## src/common/id_pkg.sv

```systemverilog
// decode stage shared definitions
package id_pkg;

  localparam int XLEN      = 64;
  localparam int INST_W    = 32;
  localparam int REG_IDX_W = 5;
  localparam int NUM_GPR   = 32;

  // major opcodes, inst[6:0]
  localparam logic [6:0] OPC_LUI       = 7'b0110111;
  localparam logic [6:0] OPC_AUIPC     = 7'b0010111;
  localparam logic [6:0] OPC_JAL       = 7'b1101111;
  localparam logic [6:0] OPC_JALR      = 7'b1100111;
  localparam logic [6:0] OPC_BRANCH    = 7'b1100011;
  localparam logic [6:0] OPC_LOAD      = 7'b0000011;
  localparam logic [6:0] OPC_STORE     = 7'b0100011;
  localparam logic [6:0] OPC_OP_IMM    = 7'b0010011;
  localparam logic [6:0] OPC_OP        = 7'b0110011;
  localparam logic [6:0] OPC_OP_IMM_32 = 7'b0011011;
  localparam logic [6:0] OPC_OP_32     = 7'b0111011;

  typedef enum logic [3:0] {
    ALU_ADD, ALU_SUB, ALU_SLL, ALU_SLT, ALU_SLTU, ALU_XOR,
    ALU_SRL, ALU_SRA, ALU_OR, ALU_AND, ALU_COPY_B
  } alu_op_e;

  typedef enum logic {SRC1_RS1, SRC1_PC} src1_sel_e;

  typedef enum logic [1:0] {SRC2_RS2, SRC2_IMM, SRC2_FOUR} src2_sel_e;

  typedef enum logic [2:0] {
    BR_NONE, BR_BEQ, BR_BNE, BR_BLT, BR_BGE, BR_BLTU, BR_BGEU, BR_JUMP
  } br_kind_e;

  typedef struct packed {
    logic [INST_W-1:0] inst;
    logic [XLEN-1:0]   pc;
  } fs_to_ds_t;

  typedef struct packed {
    logic                 wen;
    logic [REG_IDX_W-1:0] waddr;
    logic [XLEN-1:0]      wdata;
  } wb_t;

  typedef struct packed {
    logic [REG_IDX_W-1:0] es_rd;
    logic [REG_IDX_W-1:0] ms_rd;
    logic [REG_IDX_W-1:0] ws_rd;
  } later_rd_t;

  typedef struct packed {
    alu_op_e   alu_op;
    src1_sel_e src1_sel;
    src2_sel_e src2_sel;
    logic      word_cut;   // 32-bit forms, result sign-extended from bit 31
    logic      gpr_wen;
    logic      mem_ren;
    logic      mem_wen;
    logic [2:0] mem_op;    // funct3 of load/store
    logic      uses_rs1;
    logic      uses_rs2;
    br_kind_e  br_kind;
    logic      is_jalr;
    logic      invalid;
  } dec_ctrl_t;

  typedef struct packed {
    logic            taken;
    logic [XLEN-1:0] target;
  } br_bus_t;

  typedef struct packed {
    logic [XLEN-1:0]      rs1_data;
    logic [XLEN-1:0]      rs2_data;
    logic [XLEN-1:0]      imm;
    logic [XLEN-1:0]      pc;
    logic [REG_IDX_W-1:0] rd;
    dec_ctrl_t            ctrl;
  } ds_to_es_t;

endpackage

```

## src/hw/id_gpr_file.sv

```systemverilog
// general purpose register file
`timescale 1ns/1ps

module id_gpr_file (
  input  logic                         i_clk,
  input  logic                         i_arst_n,
  input  logic [id_pkg::REG_IDX_W-1:0] i_raddr1,
  input  logic [id_pkg::REG_IDX_W-1:0] i_raddr2,
  output logic [id_pkg::XLEN-1:0]      o_rdata1,
  output logic [id_pkg::XLEN-1:0]      o_rdata2,
  input  id_pkg::wb_t                  i_wb
);

  logic [id_pkg::XLEN-1:0] regs [id_pkg::NUM_GPR];

  always_ff @(posedge i_clk or negedge i_arst_n) begin
    if (!i_arst_n) begin
      for (int i = 0; i < id_pkg::NUM_GPR; i++) begin
        regs[i] <= '0;
      end
    end else if (i_wb.wen && i_wb.waddr != '0) begin  // x0 never written
      regs[i_wb.waddr] <= i_wb.wdata;
    end
  end

  // no bypass, a write shows up the cycle after
  assign o_rdata1 = (i_raddr1 == '0) ? '0 : regs[i_raddr1];
  assign o_rdata2 = (i_raddr2 == '0) ? '0 : regs[i_raddr2];

  // write-back must present a resolved index with its enable
  a_wb_addr_known: assert property (
    @(posedge i_clk) disable iff (!i_arst_n)
    i_wb.wen |-> !$isunknown(i_wb.waddr)
  );

endmodule

```

## src/decoder/id_decoder.sv

```systemverilog
// rv64i instruction decoder
`timescale 1ns/1ps

module id_decoder (
  input  logic [id_pkg::INST_W-1:0]    i_inst,
  output logic [id_pkg::REG_IDX_W-1:0] o_rs1,
  output logic [id_pkg::REG_IDX_W-1:0] o_rs2,
  output logic [id_pkg::REG_IDX_W-1:0] o_rd,
  output logic [id_pkg::XLEN-1:0]      o_imm,
  output id_pkg::dec_ctrl_t            o_ctrl
);

  logic [6:0]              opcode;
  logic [2:0]              funct3;
  logic [6:0]              funct7;
  logic [id_pkg::XLEN-1:0] imm_i, imm_s, imm_b, imm_u, imm_j;
  logic                    bad;

  function automatic id_pkg::alu_op_e alu_from_funct3(input logic [2:0] f3, input logic alt);
    id_pkg::alu_op_e op;
    case (f3)
      3'b000:  op = alt ? id_pkg::ALU_SUB : id_pkg::ALU_ADD;
      3'b001:  op = id_pkg::ALU_SLL;
      3'b010:  op = id_pkg::ALU_SLT;
      3'b011:  op = id_pkg::ALU_SLTU;
      3'b100:  op = id_pkg::ALU_XOR;
      3'b101:  op = alt ? id_pkg::ALU_SRA : id_pkg::ALU_SRL;
      3'b110:  op = id_pkg::ALU_OR;
      default: op = id_pkg::ALU_AND;
    endcase
    return op;
  endfunction

  assign opcode = i_inst[6:0];
  assign funct3 = i_inst[14:12];
  assign funct7 = i_inst[31:25];

  assign imm_i = {{52{i_inst[31]}}, i_inst[31:20]};
  assign imm_s = {{52{i_inst[31]}}, i_inst[31:25], i_inst[11:7]};
  assign imm_b = {{51{i_inst[31]}}, i_inst[31], i_inst[7], i_inst[30:25], i_inst[11:8], 1'b0};
  assign imm_u = {{32{i_inst[31]}}, i_inst[31:12], 12'b0};
  assign imm_j = {{43{i_inst[31]}}, i_inst[31], i_inst[19:12], i_inst[20], i_inst[30:21], 1'b0};

  always_comb begin
    case (opcode)
      id_pkg::OPC_LUI, id_pkg::OPC_AUIPC: o_imm = imm_u;
      id_pkg::OPC_JAL:                    o_imm = imm_j;
      id_pkg::OPC_BRANCH:                 o_imm = imm_b;
      id_pkg::OPC_STORE:                  o_imm = imm_s;
      default:                            o_imm = imm_i;
    endcase
  end

  always_comb begin
    o_ctrl = '0;  // add, rs1/rs2 sources, no branch
    bad    = 1'b0;
    case (opcode)
      id_pkg::OPC_LUI: begin
        o_ctrl.alu_op   = id_pkg::ALU_COPY_B;
        o_ctrl.src2_sel = id_pkg::SRC2_IMM;
        o_ctrl.gpr_wen  = 1'b1;
      end
      id_pkg::OPC_AUIPC: begin
        o_ctrl.src1_sel = id_pkg::SRC1_PC;
        o_ctrl.src2_sel = id_pkg::SRC2_IMM;
        o_ctrl.gpr_wen  = 1'b1;
      end
      id_pkg::OPC_JAL, id_pkg::OPC_JALR: begin
        o_ctrl.src1_sel = id_pkg::SRC1_PC;  // link value pc + 4
        o_ctrl.src2_sel = id_pkg::SRC2_FOUR;
        o_ctrl.gpr_wen  = 1'b1;
        o_ctrl.br_kind  = id_pkg::BR_JUMP;
        o_ctrl.is_jalr  = (opcode == id_pkg::OPC_JALR);
        o_ctrl.uses_rs1 = (opcode == id_pkg::OPC_JALR);
        bad             = (opcode == id_pkg::OPC_JALR) && (funct3 != 3'b000);
      end
      id_pkg::OPC_BRANCH: begin
        o_ctrl.uses_rs1 = 1'b1;
        o_ctrl.uses_rs2 = 1'b1;
        case (funct3)
          3'b000:  o_ctrl.br_kind = id_pkg::BR_BEQ;
          3'b001:  o_ctrl.br_kind = id_pkg::BR_BNE;
          3'b100:  o_ctrl.br_kind = id_pkg::BR_BLT;
          3'b101:  o_ctrl.br_kind = id_pkg::BR_BGE;
          3'b110:  o_ctrl.br_kind = id_pkg::BR_BLTU;
          3'b111:  o_ctrl.br_kind = id_pkg::BR_BGEU;
          default: bad = 1'b1;
        endcase
      end
      id_pkg::OPC_LOAD, id_pkg::OPC_STORE: begin
        o_ctrl.src2_sel = id_pkg::SRC2_IMM;  // address = rs1 + imm
        o_ctrl.mem_op   = funct3;
        o_ctrl.uses_rs1 = 1'b1;
        if (opcode == id_pkg::OPC_LOAD) begin
          o_ctrl.mem_ren = 1'b1;
          o_ctrl.gpr_wen = 1'b1;
          bad            = (funct3 == 3'b111);
        end else begin
          o_ctrl.mem_wen  = 1'b1;
          o_ctrl.uses_rs2 = 1'b1;
          bad             = funct3[2];
        end
      end
      id_pkg::OPC_OP_IMM, id_pkg::OPC_OP_IMM_32: begin
        o_ctrl.alu_op   = alu_from_funct3(funct3, (funct3 == 3'b101) && i_inst[30]);
        o_ctrl.src2_sel = id_pkg::SRC2_IMM;
        o_ctrl.gpr_wen  = 1'b1;
        o_ctrl.uses_rs1 = 1'b1;
        if (opcode == id_pkg::OPC_OP_IMM) begin
          // 6-bit shamt, funct6 checked
          bad = (funct3 == 3'b001 && i_inst[31:26] != 6'b0) ||
                (funct3 == 3'b101 && (i_inst[31] || i_inst[29:26] != 4'b0));
        end else begin
          o_ctrl.word_cut = 1'b1;
          bad = !(funct3 == 3'b000 || (funct3 == 3'b001 && funct7 == 7'b0) ||
                  (funct3 == 3'b101 && (funct7 & 7'b1011111) == 7'b0));
        end
      end
      id_pkg::OPC_OP, id_pkg::OPC_OP_32: begin
        o_ctrl.alu_op   = alu_from_funct3(funct3, funct7[5]);
        o_ctrl.gpr_wen  = 1'b1;
        o_ctrl.uses_rs1 = 1'b1;
        o_ctrl.uses_rs2 = 1'b1;
        o_ctrl.word_cut = (opcode == id_pkg::OPC_OP_32);
        // alt encoding only for sub and sra
        bad = !(funct7 == 7'b0 ||
                (funct7 == 7'b0100000 && (funct3 == 3'b000 || funct3 == 3'b101)));
        if (opcode == id_pkg::OPC_OP_32 && !(funct3 inside {3'b000, 3'b001, 3'b101}))
          bad = 1'b1;
      end
      default: bad = 1'b1;
    endcase
    if (bad) begin
      o_ctrl         = '0;  // no writes, no sources, no branch
      o_ctrl.invalid = 1'b1;
    end
  end

  assign o_rs1 = i_inst[19:15];
  assign o_rs2 = i_inst[24:20];
  assign o_rd  = o_ctrl.gpr_wen ? i_inst[11:7] : '0;  // 0 means nothing pending downstream

endmodule

```

## src/hw/id_hazard_check.sv

```systemverilog
// source register hazard detect
`timescale 1ns/1ps

module id_hazard_check (
  input  logic [id_pkg::REG_IDX_W-1:0] i_rs1,
  input  logic [id_pkg::REG_IDX_W-1:0] i_rs2,
  input  logic                         i_uses_rs1,
  input  logic                         i_uses_rs2,
  input  id_pkg::later_rd_t            i_later_rd,
  output logic                         o_stall
);

  logic es_hit;
  logic ms_hit;
  logic ws_hit;

  function automatic logic owes_src(input logic [id_pkg::REG_IDX_W-1:0] rd);
    logic hit1;
    logic hit2;
    hit1 = i_uses_rs1 && (rd == i_rs1);
    hit2 = i_uses_rs2 && (rd == i_rs2);
    return (rd != '0) && (hit1 || hit2);  // x0 is never pending
  endfunction

  assign es_hit = owes_src(i_later_rd.es_rd);
  assign ms_hit = owes_src(i_later_rd.ms_rd);
  assign ws_hit = owes_src(i_later_rd.ws_rd);  // no forwarding, wait through write-back

  assign o_stall = es_hit || ms_hit || ws_hit;

endmodule

```

## src/hw/id_branch_unit.sv

```systemverilog
// branch resolve and target
`timescale 1ns/1ps

module id_branch_unit (
  input  id_pkg::br_kind_e        i_br_kind,
  input  logic                    i_is_jalr,
  input  logic [id_pkg::XLEN-1:0] i_pc,
  input  logic [id_pkg::XLEN-1:0] i_imm,
  input  logic [id_pkg::XLEN-1:0] i_rs1_data,
  input  logic [id_pkg::XLEN-1:0] i_rs2_data,
  output logic                    o_br_hit,
  output logic [id_pkg::XLEN-1:0] o_target
);

  logic                    eq;
  logic                    lt_s;
  logic                    lt_u;
  logic [id_pkg::XLEN-1:0] pc_rel;
  logic [id_pkg::XLEN-1:0] reg_rel;

  assign eq   = (i_rs1_data == i_rs2_data);
  assign lt_s = ($signed(i_rs1_data) < $signed(i_rs2_data));
  assign lt_u = (i_rs1_data < i_rs2_data);

  always_comb begin
    case (i_br_kind)
      id_pkg::BR_BEQ:  o_br_hit = eq;
      id_pkg::BR_BNE:  o_br_hit = !eq;
      id_pkg::BR_BLT:  o_br_hit = lt_s;
      id_pkg::BR_BGE:  o_br_hit = !lt_s;
      id_pkg::BR_BLTU: o_br_hit = lt_u;
      id_pkg::BR_BGEU: o_br_hit = !lt_u;
      id_pkg::BR_JUMP: o_br_hit = 1'b1;  // jal and jalr
      default:         o_br_hit = 1'b0;
    endcase
  end

  assign pc_rel  = i_pc + i_imm;
  assign reg_rel = i_rs1_data + i_imm;

  // jalr drops bit 0 of the sum
  assign o_target = i_is_jalr ? {reg_rel[id_pkg::XLEN-1:1], 1'b0} : pc_rel;

endmodule

```

## src/hw/id_stage_ctrl.sv

```systemverilog
// decode stage register and handshake
`timescale 1ns/1ps

module id_stage_ctrl (
  input  logic                         i_clk,
  input  logic                         i_arst_n,
  input  logic                         i_fs_valid,
  input  id_pkg::fs_to_ds_t            i_fs_bus,
  output logic                         o_ds_allowin,
  input  logic                         i_es_allowin,
  input  logic                         i_stall,
  input  logic                         i_br_hit,
  input  logic [id_pkg::XLEN-1:0]      i_target,
  input  logic [id_pkg::XLEN-1:0]      i_rs1_data,
  input  logic [id_pkg::XLEN-1:0]      i_rs2_data,
  input  logic [id_pkg::XLEN-1:0]      i_imm,
  input  logic [id_pkg::REG_IDX_W-1:0] i_rd,
  input  id_pkg::dec_ctrl_t            i_ctrl,
  output logic [id_pkg::INST_W-1:0]    o_inst,
  output logic [id_pkg::XLEN-1:0]      o_pc,
  output logic                         o_ds_to_es_valid,
  output id_pkg::ds_to_es_t            o_ds_to_es_bus,
  output id_pkg::br_bus_t              o_br_bus
);

  logic              ds_valid;
  logic              ds_ready_go;
  id_pkg::fs_to_ds_t ds_bus_r;

  assign ds_ready_go      = !i_stall;
  assign o_ds_allowin     = !ds_valid || (ds_ready_go && i_es_allowin);
  assign o_ds_to_es_valid = ds_valid && ds_ready_go;

  always_ff @(posedge i_clk or negedge i_arst_n) begin
    if (!i_arst_n) ds_valid <= 1'b0;
    else if (o_ds_allowin) ds_valid <= i_fs_valid;
  end

  always_ff @(posedge i_clk) begin
    if (i_fs_valid && o_ds_allowin) ds_bus_r <= i_fs_bus;
  end

  assign o_inst = ds_bus_r.inst;
  assign o_pc   = ds_bus_r.pc;

  // unused sources go out as zero so stray write-backs cannot disturb a held bundle
  assign o_ds_to_es_bus.rs1_data = i_ctrl.uses_rs1 ? i_rs1_data : '0;
  assign o_ds_to_es_bus.rs2_data = i_ctrl.uses_rs2 ? i_rs2_data : '0;
  assign o_ds_to_es_bus.imm      = i_imm;
  assign o_ds_to_es_bus.pc       = ds_bus_r.pc;
  assign o_ds_to_es_bus.rd       = i_rd;
  assign o_ds_to_es_bus.ctrl     = i_ctrl;

  assign o_br_bus.taken  = ds_valid && ds_ready_go && i_br_hit;  // level until accepted
  assign o_br_bus.target = i_target;

  a_bundle_hold: assert property (
    @(posedge i_clk) disable iff (!i_arst_n)
    o_ds_to_es_valid && !i_es_allowin |=> $stable(o_ds_to_es_bus)
  );

  // redirect only for a decoded branch or jump
  a_taken_kind: assert property (
    @(posedge i_clk) disable iff (!i_arst_n)
    o_br_bus.taken |-> (o_ds_to_es_bus.ctrl.br_kind != id_pkg::BR_NONE)
  );

endmodule

```

## src/hw/id_stage_top.sv

```systemverilog
// instruction decode stage
`timescale 1ns/1ps

module id_stage_top (
  input  logic              i_clk,
  input  logic              i_arst_n,
  // fetch side
  input  logic              i_fs_valid,
  input  id_pkg::fs_to_ds_t i_fs_bus,
  output logic              o_ds_allowin,
  // write-back and pending destinations
  input  id_pkg::wb_t       i_wb,
  input  id_pkg::later_rd_t i_later_rd,
  // execute side
  input  logic              i_es_allowin,
  output logic              o_ds_to_es_valid,
  output id_pkg::ds_to_es_t o_ds_to_es_bus,
  // back to fetch
  output id_pkg::br_bus_t   o_br_bus
);

  logic [id_pkg::INST_W-1:0]    ds_inst;
  logic [id_pkg::XLEN-1:0]      ds_pc;
  logic [id_pkg::REG_IDX_W-1:0] rs1;
  logic [id_pkg::REG_IDX_W-1:0] rs2;
  logic [id_pkg::REG_IDX_W-1:0] rd;
  logic [id_pkg::XLEN-1:0]      imm;
  id_pkg::dec_ctrl_t            ctrl;
  logic [id_pkg::XLEN-1:0]      rs1_data;
  logic [id_pkg::XLEN-1:0]      rs2_data;
  logic                         stall;
  logic                         br_hit;
  logic [id_pkg::XLEN-1:0]      br_target;

  id_stage_ctrl u_ctrl (
    .i_clk            (i_clk),
    .i_arst_n         (i_arst_n),
    .i_fs_valid       (i_fs_valid),
    .i_fs_bus         (i_fs_bus),
    .o_ds_allowin     (o_ds_allowin),
    .i_es_allowin     (i_es_allowin),
    .i_stall          (stall),
    .i_br_hit         (br_hit),
    .i_target         (br_target),
    .i_rs1_data       (rs1_data),
    .i_rs2_data       (rs2_data),
    .i_imm            (imm),
    .i_rd             (rd),
    .i_ctrl           (ctrl),
    .o_inst           (ds_inst),
    .o_pc             (ds_pc),
    .o_ds_to_es_valid (o_ds_to_es_valid),
    .o_ds_to_es_bus   (o_ds_to_es_bus),
    .o_br_bus         (o_br_bus)
  );

  id_decoder u_decoder (
    .i_inst (ds_inst),
    .o_rs1  (rs1),
    .o_rs2  (rs2),
    .o_rd   (rd),
    .o_imm  (imm),
    .o_ctrl (ctrl)
  );

  id_gpr_file u_gpr (
    .i_clk    (i_clk),
    .i_arst_n (i_arst_n),
    .i_raddr1 (rs1),
    .i_raddr2 (rs2),
    .o_rdata1 (rs1_data),
    .o_rdata2 (rs2_data),
    .i_wb     (i_wb)
  );

  id_hazard_check u_hazard (
    .i_rs1      (rs1),
    .i_rs2      (rs2),
    .i_uses_rs1 (ctrl.uses_rs1),
    .i_uses_rs2 (ctrl.uses_rs2),
    .i_later_rd (i_later_rd),
    .o_stall    (stall)
  );

  id_branch_unit u_bru (
    .i_br_kind  (ctrl.br_kind),
    .i_is_jalr  (ctrl.is_jalr),
    .i_pc       (ds_pc),
    .i_imm      (imm),
    .i_rs1_data (rs1_data),
    .i_rs2_data (rs2_data),
    .o_br_hit   (br_hit),
    .o_target   (br_target)
  );

endmodule

```

## config.mk

```make
export PLATFORM = sky130hd
export DESIGN_NAME = id_stage_top
export DESIGN_NICKNAME = d
export VERILOG_FILES = /design/src/common/id_pkg.sv /design/src/hw/id_gpr_file.sv /design/src/decoder/id_decoder.sv /design/src/hw/id_hazard_check.sv /design/src/hw/id_branch_unit.sv /design/src/hw/id_stage_ctrl.sv /design/src/hw/id_stage_top.sv
export SDC_FILE = /design/constraint.sdc
export NUM_CORES = 2
export LEC_CHECK = 0
export BUFFER_PORTS_ARGS = -buffer_cell sky130_fd_sc_hd__clkbuf_2
export CORE_ASPECT_RATIO = 2
export CORE_MARGIN = 5
export CORE_UTILIZATION = 68
export CTS_BUF_LIST = sky130_fd_sc_hd__clkbuf_2
export DETAILED_ROUTE_END_ITERATION = 6
export HOLD_SLACK_MARGIN = 0.15
export PLACE_DENSITY = 0.83
export RECOVER_POWER = 50
export SYNTH_ARGS = -nofsm -noshare
export SYNTH_HDL_FRONTEND = slang
export SYNTH_HIERARCHICAL = 1
export SYNTH_SLANG_ARGS = --single-unit
```

## constraint.sdc

```tcl
create_clock -name i_clk -period 18.4 [get_ports i_clk]
set_clock_uncertainty 0.1 [all_clocks]
set_input_delay 1.84 -clock i_clk [delete_from_list [all_inputs] [get_ports i_clk]]
set_output_delay 1.84 -clock i_clk [all_outputs]
set_load 0.03 [all_outputs]
```

# Yosys cells after proc, flatten, opt, wreduce, memory -nomap -nowiden
# Cells that the tools add are included.
totals:
  ff_bits: 2145
  inputBits: 185
  latch_bits: 0
  romBits: 0
  memories: 0
  out_inout_bits: 349
  ram_bits: 0
  wordCells: 189
classes:
  n_mul: 0
  bitwise_logic: 3
  addsub: 2
  n_shift: 0
  div_mod_pow: 0
  eq_ne: 33
  magnitude_cmp: 6
  n_mux: 43
  n_reduce_logical: 67
ops:
  columns: ["op", "count"]
  rows:
  - ["2048-bit bitwise mux", 1]
  - ["64-bit binary-select mux with 5-bit select", 2]
  - ["64-bit 2-to-1 mux", 10]
  - ["64-bit demux with 5-bit select", 1]
  - ["64-bit adder", 2]
  - ["64-bit less-than comparator", 2]
  - ["31-bit case mux with 4 select lines", 1]
  - ["64-bit == test", 1]
  - ["4-bit case mux with 7 select lines", 2]
  - ["7-bit by 6-bit == test with 1-bit output, second input constant", 5]
  - ["5-bit == test", 6]
  - ["3-bit == test, second input constant", 8]
  - ["1-bit logical AND", 23]
  - ["7-bit by 5-bit == test with 1-bit output, second input constant", 3]
  - ["7-bit == test, second input constant", 3]
  - ["21-bit 2-to-1 mux", 1]
  - ["5-bit nonzero test", 4]
  - ["6-bit >= comparator, second input constant", 3]
  - ["5-bit NOT with 6-bit output", 3]
  - ["3-bit case mux with 6 select lines", 1]
  - ["7-bit logical NOT", 2]
  - ["3-bit by 2-bit == test with 1-bit output, second input constant", 4]
  - ["1-bit logical OR", 12]
  - ["1-bit 2-to-1 mux", 12]
  - ["22 further kinds", 42]

# Depth between registers and ports, before layout
logic_depth:
  word_depth: 17
  ltp_mapped: 24
  depth_no_buf: 18

# Modules after synthesis
# Netlist, hierarchy kept.
modules_own_cells:
  columns: ["module", "area_each_um2", "seq_area_each_um2", "instances", "cells_per_inst"]
  rows:
  - ["id_gpr_file", 108231.3, 51249.2, 1, 6701]
  - ["id_branch_unit", 9285.2, 0.0, 1, 1361]
  - ["id_stage_ctrl", 5567.8, 2907.8, 1, 461]
  - ["id_decoder", 1372.6, 0.0, 1, 203]
  - ["id_hazard_check", 414.1, 0.0, 1, 54]

# Least setup slack after synthesis
# OpenSTA, ideal clock, no wires.
synth_path:
  path_type: "input port to flip-flop"
  startpoint: "in i_later_rd[6] in the netlist's numbering"
  endpoint: "reg u_ctrl.ds_bus_r (netlist bit u_ctrl/o_inst[0]) (enable)"
  path_buffers: 0
  cell_stages: 7
  path_slack_ns: 7.708
  arrival_ns: 9.894
  required_time_ns: 17.602
  path_cell_list: "or4_4 nor2_4 nor2_1 a31oi_1 nand3_1 nand2b_1 a21boi_0"
synth_between:
  elab_chain_cells: 10
  word_cells_on_any_way: 13
  classes_between: "eq/ne (2); reduce/logical (11)"
synth_rtl:
  columns: ["item", "line_no", "source"]
  rows:
  - ["start: declaration", "id_stage_top.sv:13", "input id_pkg::later_rd_t i_later_rd,"]
  - ["5-bit == test, on equally long branches", "id_hazard_check.sv:20, id_hazard_check.sv:21", null]
  - ["1-bit logical AND, on equally long branches", "id_hazard_check.sv:20, id_hazard_check.sv:21", null]
  - ["1-bit logical OR", "id_hazard_check.sv:22", "return (rd != '0) && (hit1 || hit2);"]
  - ["1-bit logical AND (*)", "id_hazard_check.sv:22", null]
  - ["1-bit logical OR (*) (2 in a row)", "id_hazard_check.sv:29", "assign o_stall = es_hit || ms_hit || ws_hit;"]
  - ["net stall", "id_stage_top.sv:31", "logic stall;"]
  - ["1-bit logical NOT (*)", "id_stage_ctrl.sv:30", "assign ds_ready_go = !i_stall;"]
  - ["1-bit logical AND (*)", "id_stage_ctrl.sv:31", "assign o_ds_allowin = !ds_valid || (ds_ready_go && i_es_allowin);"]
  - ["1-bit logical OR (*)", "id_stage_ctrl.sv:31", null]
  - ["1-bit logical AND (*)", "id_stage_ctrl.sv:40", "if (i_fs_valid && o_ds_allowin) ds_bus_r <= i_fs_bus;"]
  - ["end signal: assignment", "id_stage_ctrl.sv:40", null]
  - ["end: declaration", "id_stage_ctrl.sv:28", "id_pkg::fs_to_ds_t ds_bus_r;"]
# Mark *: on every way through the listed nets, which the timed path passes. The rest lies on a longest branch.
# A chain may end at the register's enable or synchronous reset.

==> flow_summary.toml <==
[outcome]
outcome = "finished, violations left"
violations = "capacitance limit, slew limit"

[worst_setup_path]
path_max_fanout = 171
start_kind = "input port"
timing.rr.start = "u_ctrl/o_inst[31]$_DFFE_PP_"
startpoint = "i_arst_n"
cp.required_ns = 19.92
arrival_ns = 14.30
worstSetupPathType = "in2async"
worstSetupEndpointType = "asynchronous set/reset pin"

[placed_design]
dp_hpwl_um = 262000
placed_cells = 10700
io_buffers = 533
globalplace.congestion = 1.03
placed_area_um2 = 126000

[power_and_ir_drop]
p_leak_nw = 58.8
power_density_nw_per_um2 = 100
ir_drop_uv = 57.3

[timing]
min_period_over_period = 0.695
tns_ns = 0
fmax_mhz = 78.3
finalMaxSlewViolations = 2127
worst_slew_pin_slew_ns = 8.96
hold-worst-slack_ns = 0.233
hold_viol = 0
slew_headroom = -4.98
finalSetupViolCount = 0
period_minus_slack_ns = 12.78
rsz0062_at_grt = "no"

[cells_and_area]
area_growth_pct = 5.01
drive_gt1_frac = 0.498
fin_area_um2 = 131000
finalNetCount = 9298
fin_cells = 11700

[yosys]
ys_ff_latch = 2145
yosysTopAreaCellShare = 0.411
synthTopCellsByCount = "dfrtp_1 (2049), mux2_2 (1986), mux4_2 (1091)"
ys_seq_area_frac = 0.434
syn-cell-area_um2 = 125000
synth_cell_types = 99
synth_edf_count = 96
synth_area_leader_cell = "dfrtp_1"
synth_nets = 9156
ys_warn_count = 6
yosysMostFrequentCell = "dfrtp_1"
synth_area_leaders = "dfrtp_1 (41%), mux4_2 (20%), mux2_2 (18%)"
avgSynthCellArea_um2 = 14.2
synth-main-ff-cell = "dfrtp_1"
synthCells = 8780
async_flop_share = 0.955

[cts]
h-tree-depth = 5
clockRootBuffer = "clkbuf_2"
clkSlewWorstSetupHoldPaths_ns = 0.12
insertion_delay_ns = 1.71
clk_path_buf_depth = 4
post_cts.repair.setup_buffers = 0
cts_inserted_buffers = 463
cts_tree = "done"
post_cts_resized = 0
cts_num_sinks = 2145
hold_buffers = 76

[detailed_routing]
num_vias = 86900
avgViaCountPerCell = 7.45
drcViolationCount = 0
drt-initial-drc-count = 9500
routed_wl_um = 418000
wire_per_inst_um = 35.9
drtAntennaViolNets = 0
first_pass_iters = 6

[global_routing]
antenna_found_initial = 49
grt_util_all_layers = 0.429
grt_pass1_vias = 92700
grt_pass1_wl_um = 607000
grt_max_degree = 180
overflow = 0

[worst_hold_path]
worstHoldStart = "i_fs_bus[5]"
holdCritPathClass = "in2reg"

[die]
die_area_um2 = 193000
core_um2 = 183000
die_w_um = 313
num_io_pins = 534
row_count = 222
start_util = 0.683
die_y_um = 616

[flow_run]
cap_viol_max_count = 62
[layer usage]
layer,vias to the layer above,part of all wire,wire [um],GRT usage
li1,33900,-,-,-
met1,44900,0.32,133000,0.491
met2,6087,0.47,196000,0.671
met3,1996,0.11,46300,0.131
met4,44,0.10,41900,0.344
met5,-,0.00071,296,0
[through the flow]
stage	total power, W	setup WS (ns)	util
2_1_floorplan	0.00892	7.71	-
3_3_place_gp	0.00983	7.91	0.692
3_5_place_dp	0.0101	7.86	0.692
4_1_cts	0.0131	5.99	0.719
5_1_grt	0.0137	3.29	0.717
6_report	0.0131	5.62	0.717
[worst max-delay path: stages]
cell           delay [ns]
dlygate4sd3_1        0.54
clkbuf_1             6.08
clkbuf_1             2.68
buf_4                1.05
buf_12               0.71
buf_4                0.89
[cell families (layout without fill, tap and decap cells)]
family / Yosys count / count (layout) / synth area share
muxes: 3425 / 3425 / 0.404
DFF: 2145 / 2145 / 0.434
buffers and inverters: 1230 / 1716 / 0.0512
AOI/OAI and AO/OA: 901 / 901 / 0.0480
and+or+nand+nor: 746 / 746 / 0.0337
adders and majority gates: 191 / 191 / 0.0193
xor gates and xnor gates: 142 / 142 / 0.00996
other: 0 / 42 / 0
[power breakdown]
group	total [W]	switching, W	internal, W
combinational	0.00382	0.00182	0.00200
sequential	0.00629	0.000678	0.00561
clock	0.00303	0.00193	0.00110
total	0.0131	0.00443	0.00871
[registers in the layout, summed over array words and instances, names as in the netlist]
| name | flops |
|---|---|
| u_gpr/regs | 2048 |
| u_ctrl/o_pc | 64 |
| u_ctrl/o_inst | 32 |
| u_ctrl/ds_valid | 1 |
[layout by cell type (no fill, tap or decap), types with 117 or more instances in the layout]
master,instances
o21ai_0,137
a21o_1,173
a21oi_1,187
ha_1,189
nor2_1,117
mux2i_1,308
clkbuf_2,1185
buf_4,130
mux4_2,1091
nand2_1,158
mux2_2,1983
dfrtp_1,2049
[final timing paths]
| kind | endpoint | slack, ns | cells after the start |
|---|---|---|---|
| worst max-delay path | u_gpr/regs[1784]$_DFFE_PN0P_ | 5.62 | 6 |
| worst min register to register | u_gpr/regs[2037]$_DFFE_PN0P_ | 0.29 | 0 |
| max in group i_clk | o_br_bus[64] | 5.92 | 19 |
| worst min-delay path | u_ctrl/o_pc[5]$_DFFE_PP_ | 0.23 | 1 |
| worst max register to register | u_ctrl/o_pc[35]$_DFFE_PP_ | 12.12 | 14 |
| min in group asynchronous | u_gpr/regs[280]$_DFFE_PN0P_ | 4.07 | 2 |
[layout make-up]
class,instances,area [um2]
fill,12100,51600
tap,2352,2940
multi-input combinational,5405,64500
clock inverter,139,788
inverter,109,414
timing repair buffer,798,4900
antenna,42,105
clock buffer,670,3350
sequential,2145,54200
(Power assumes the default switching activity.)
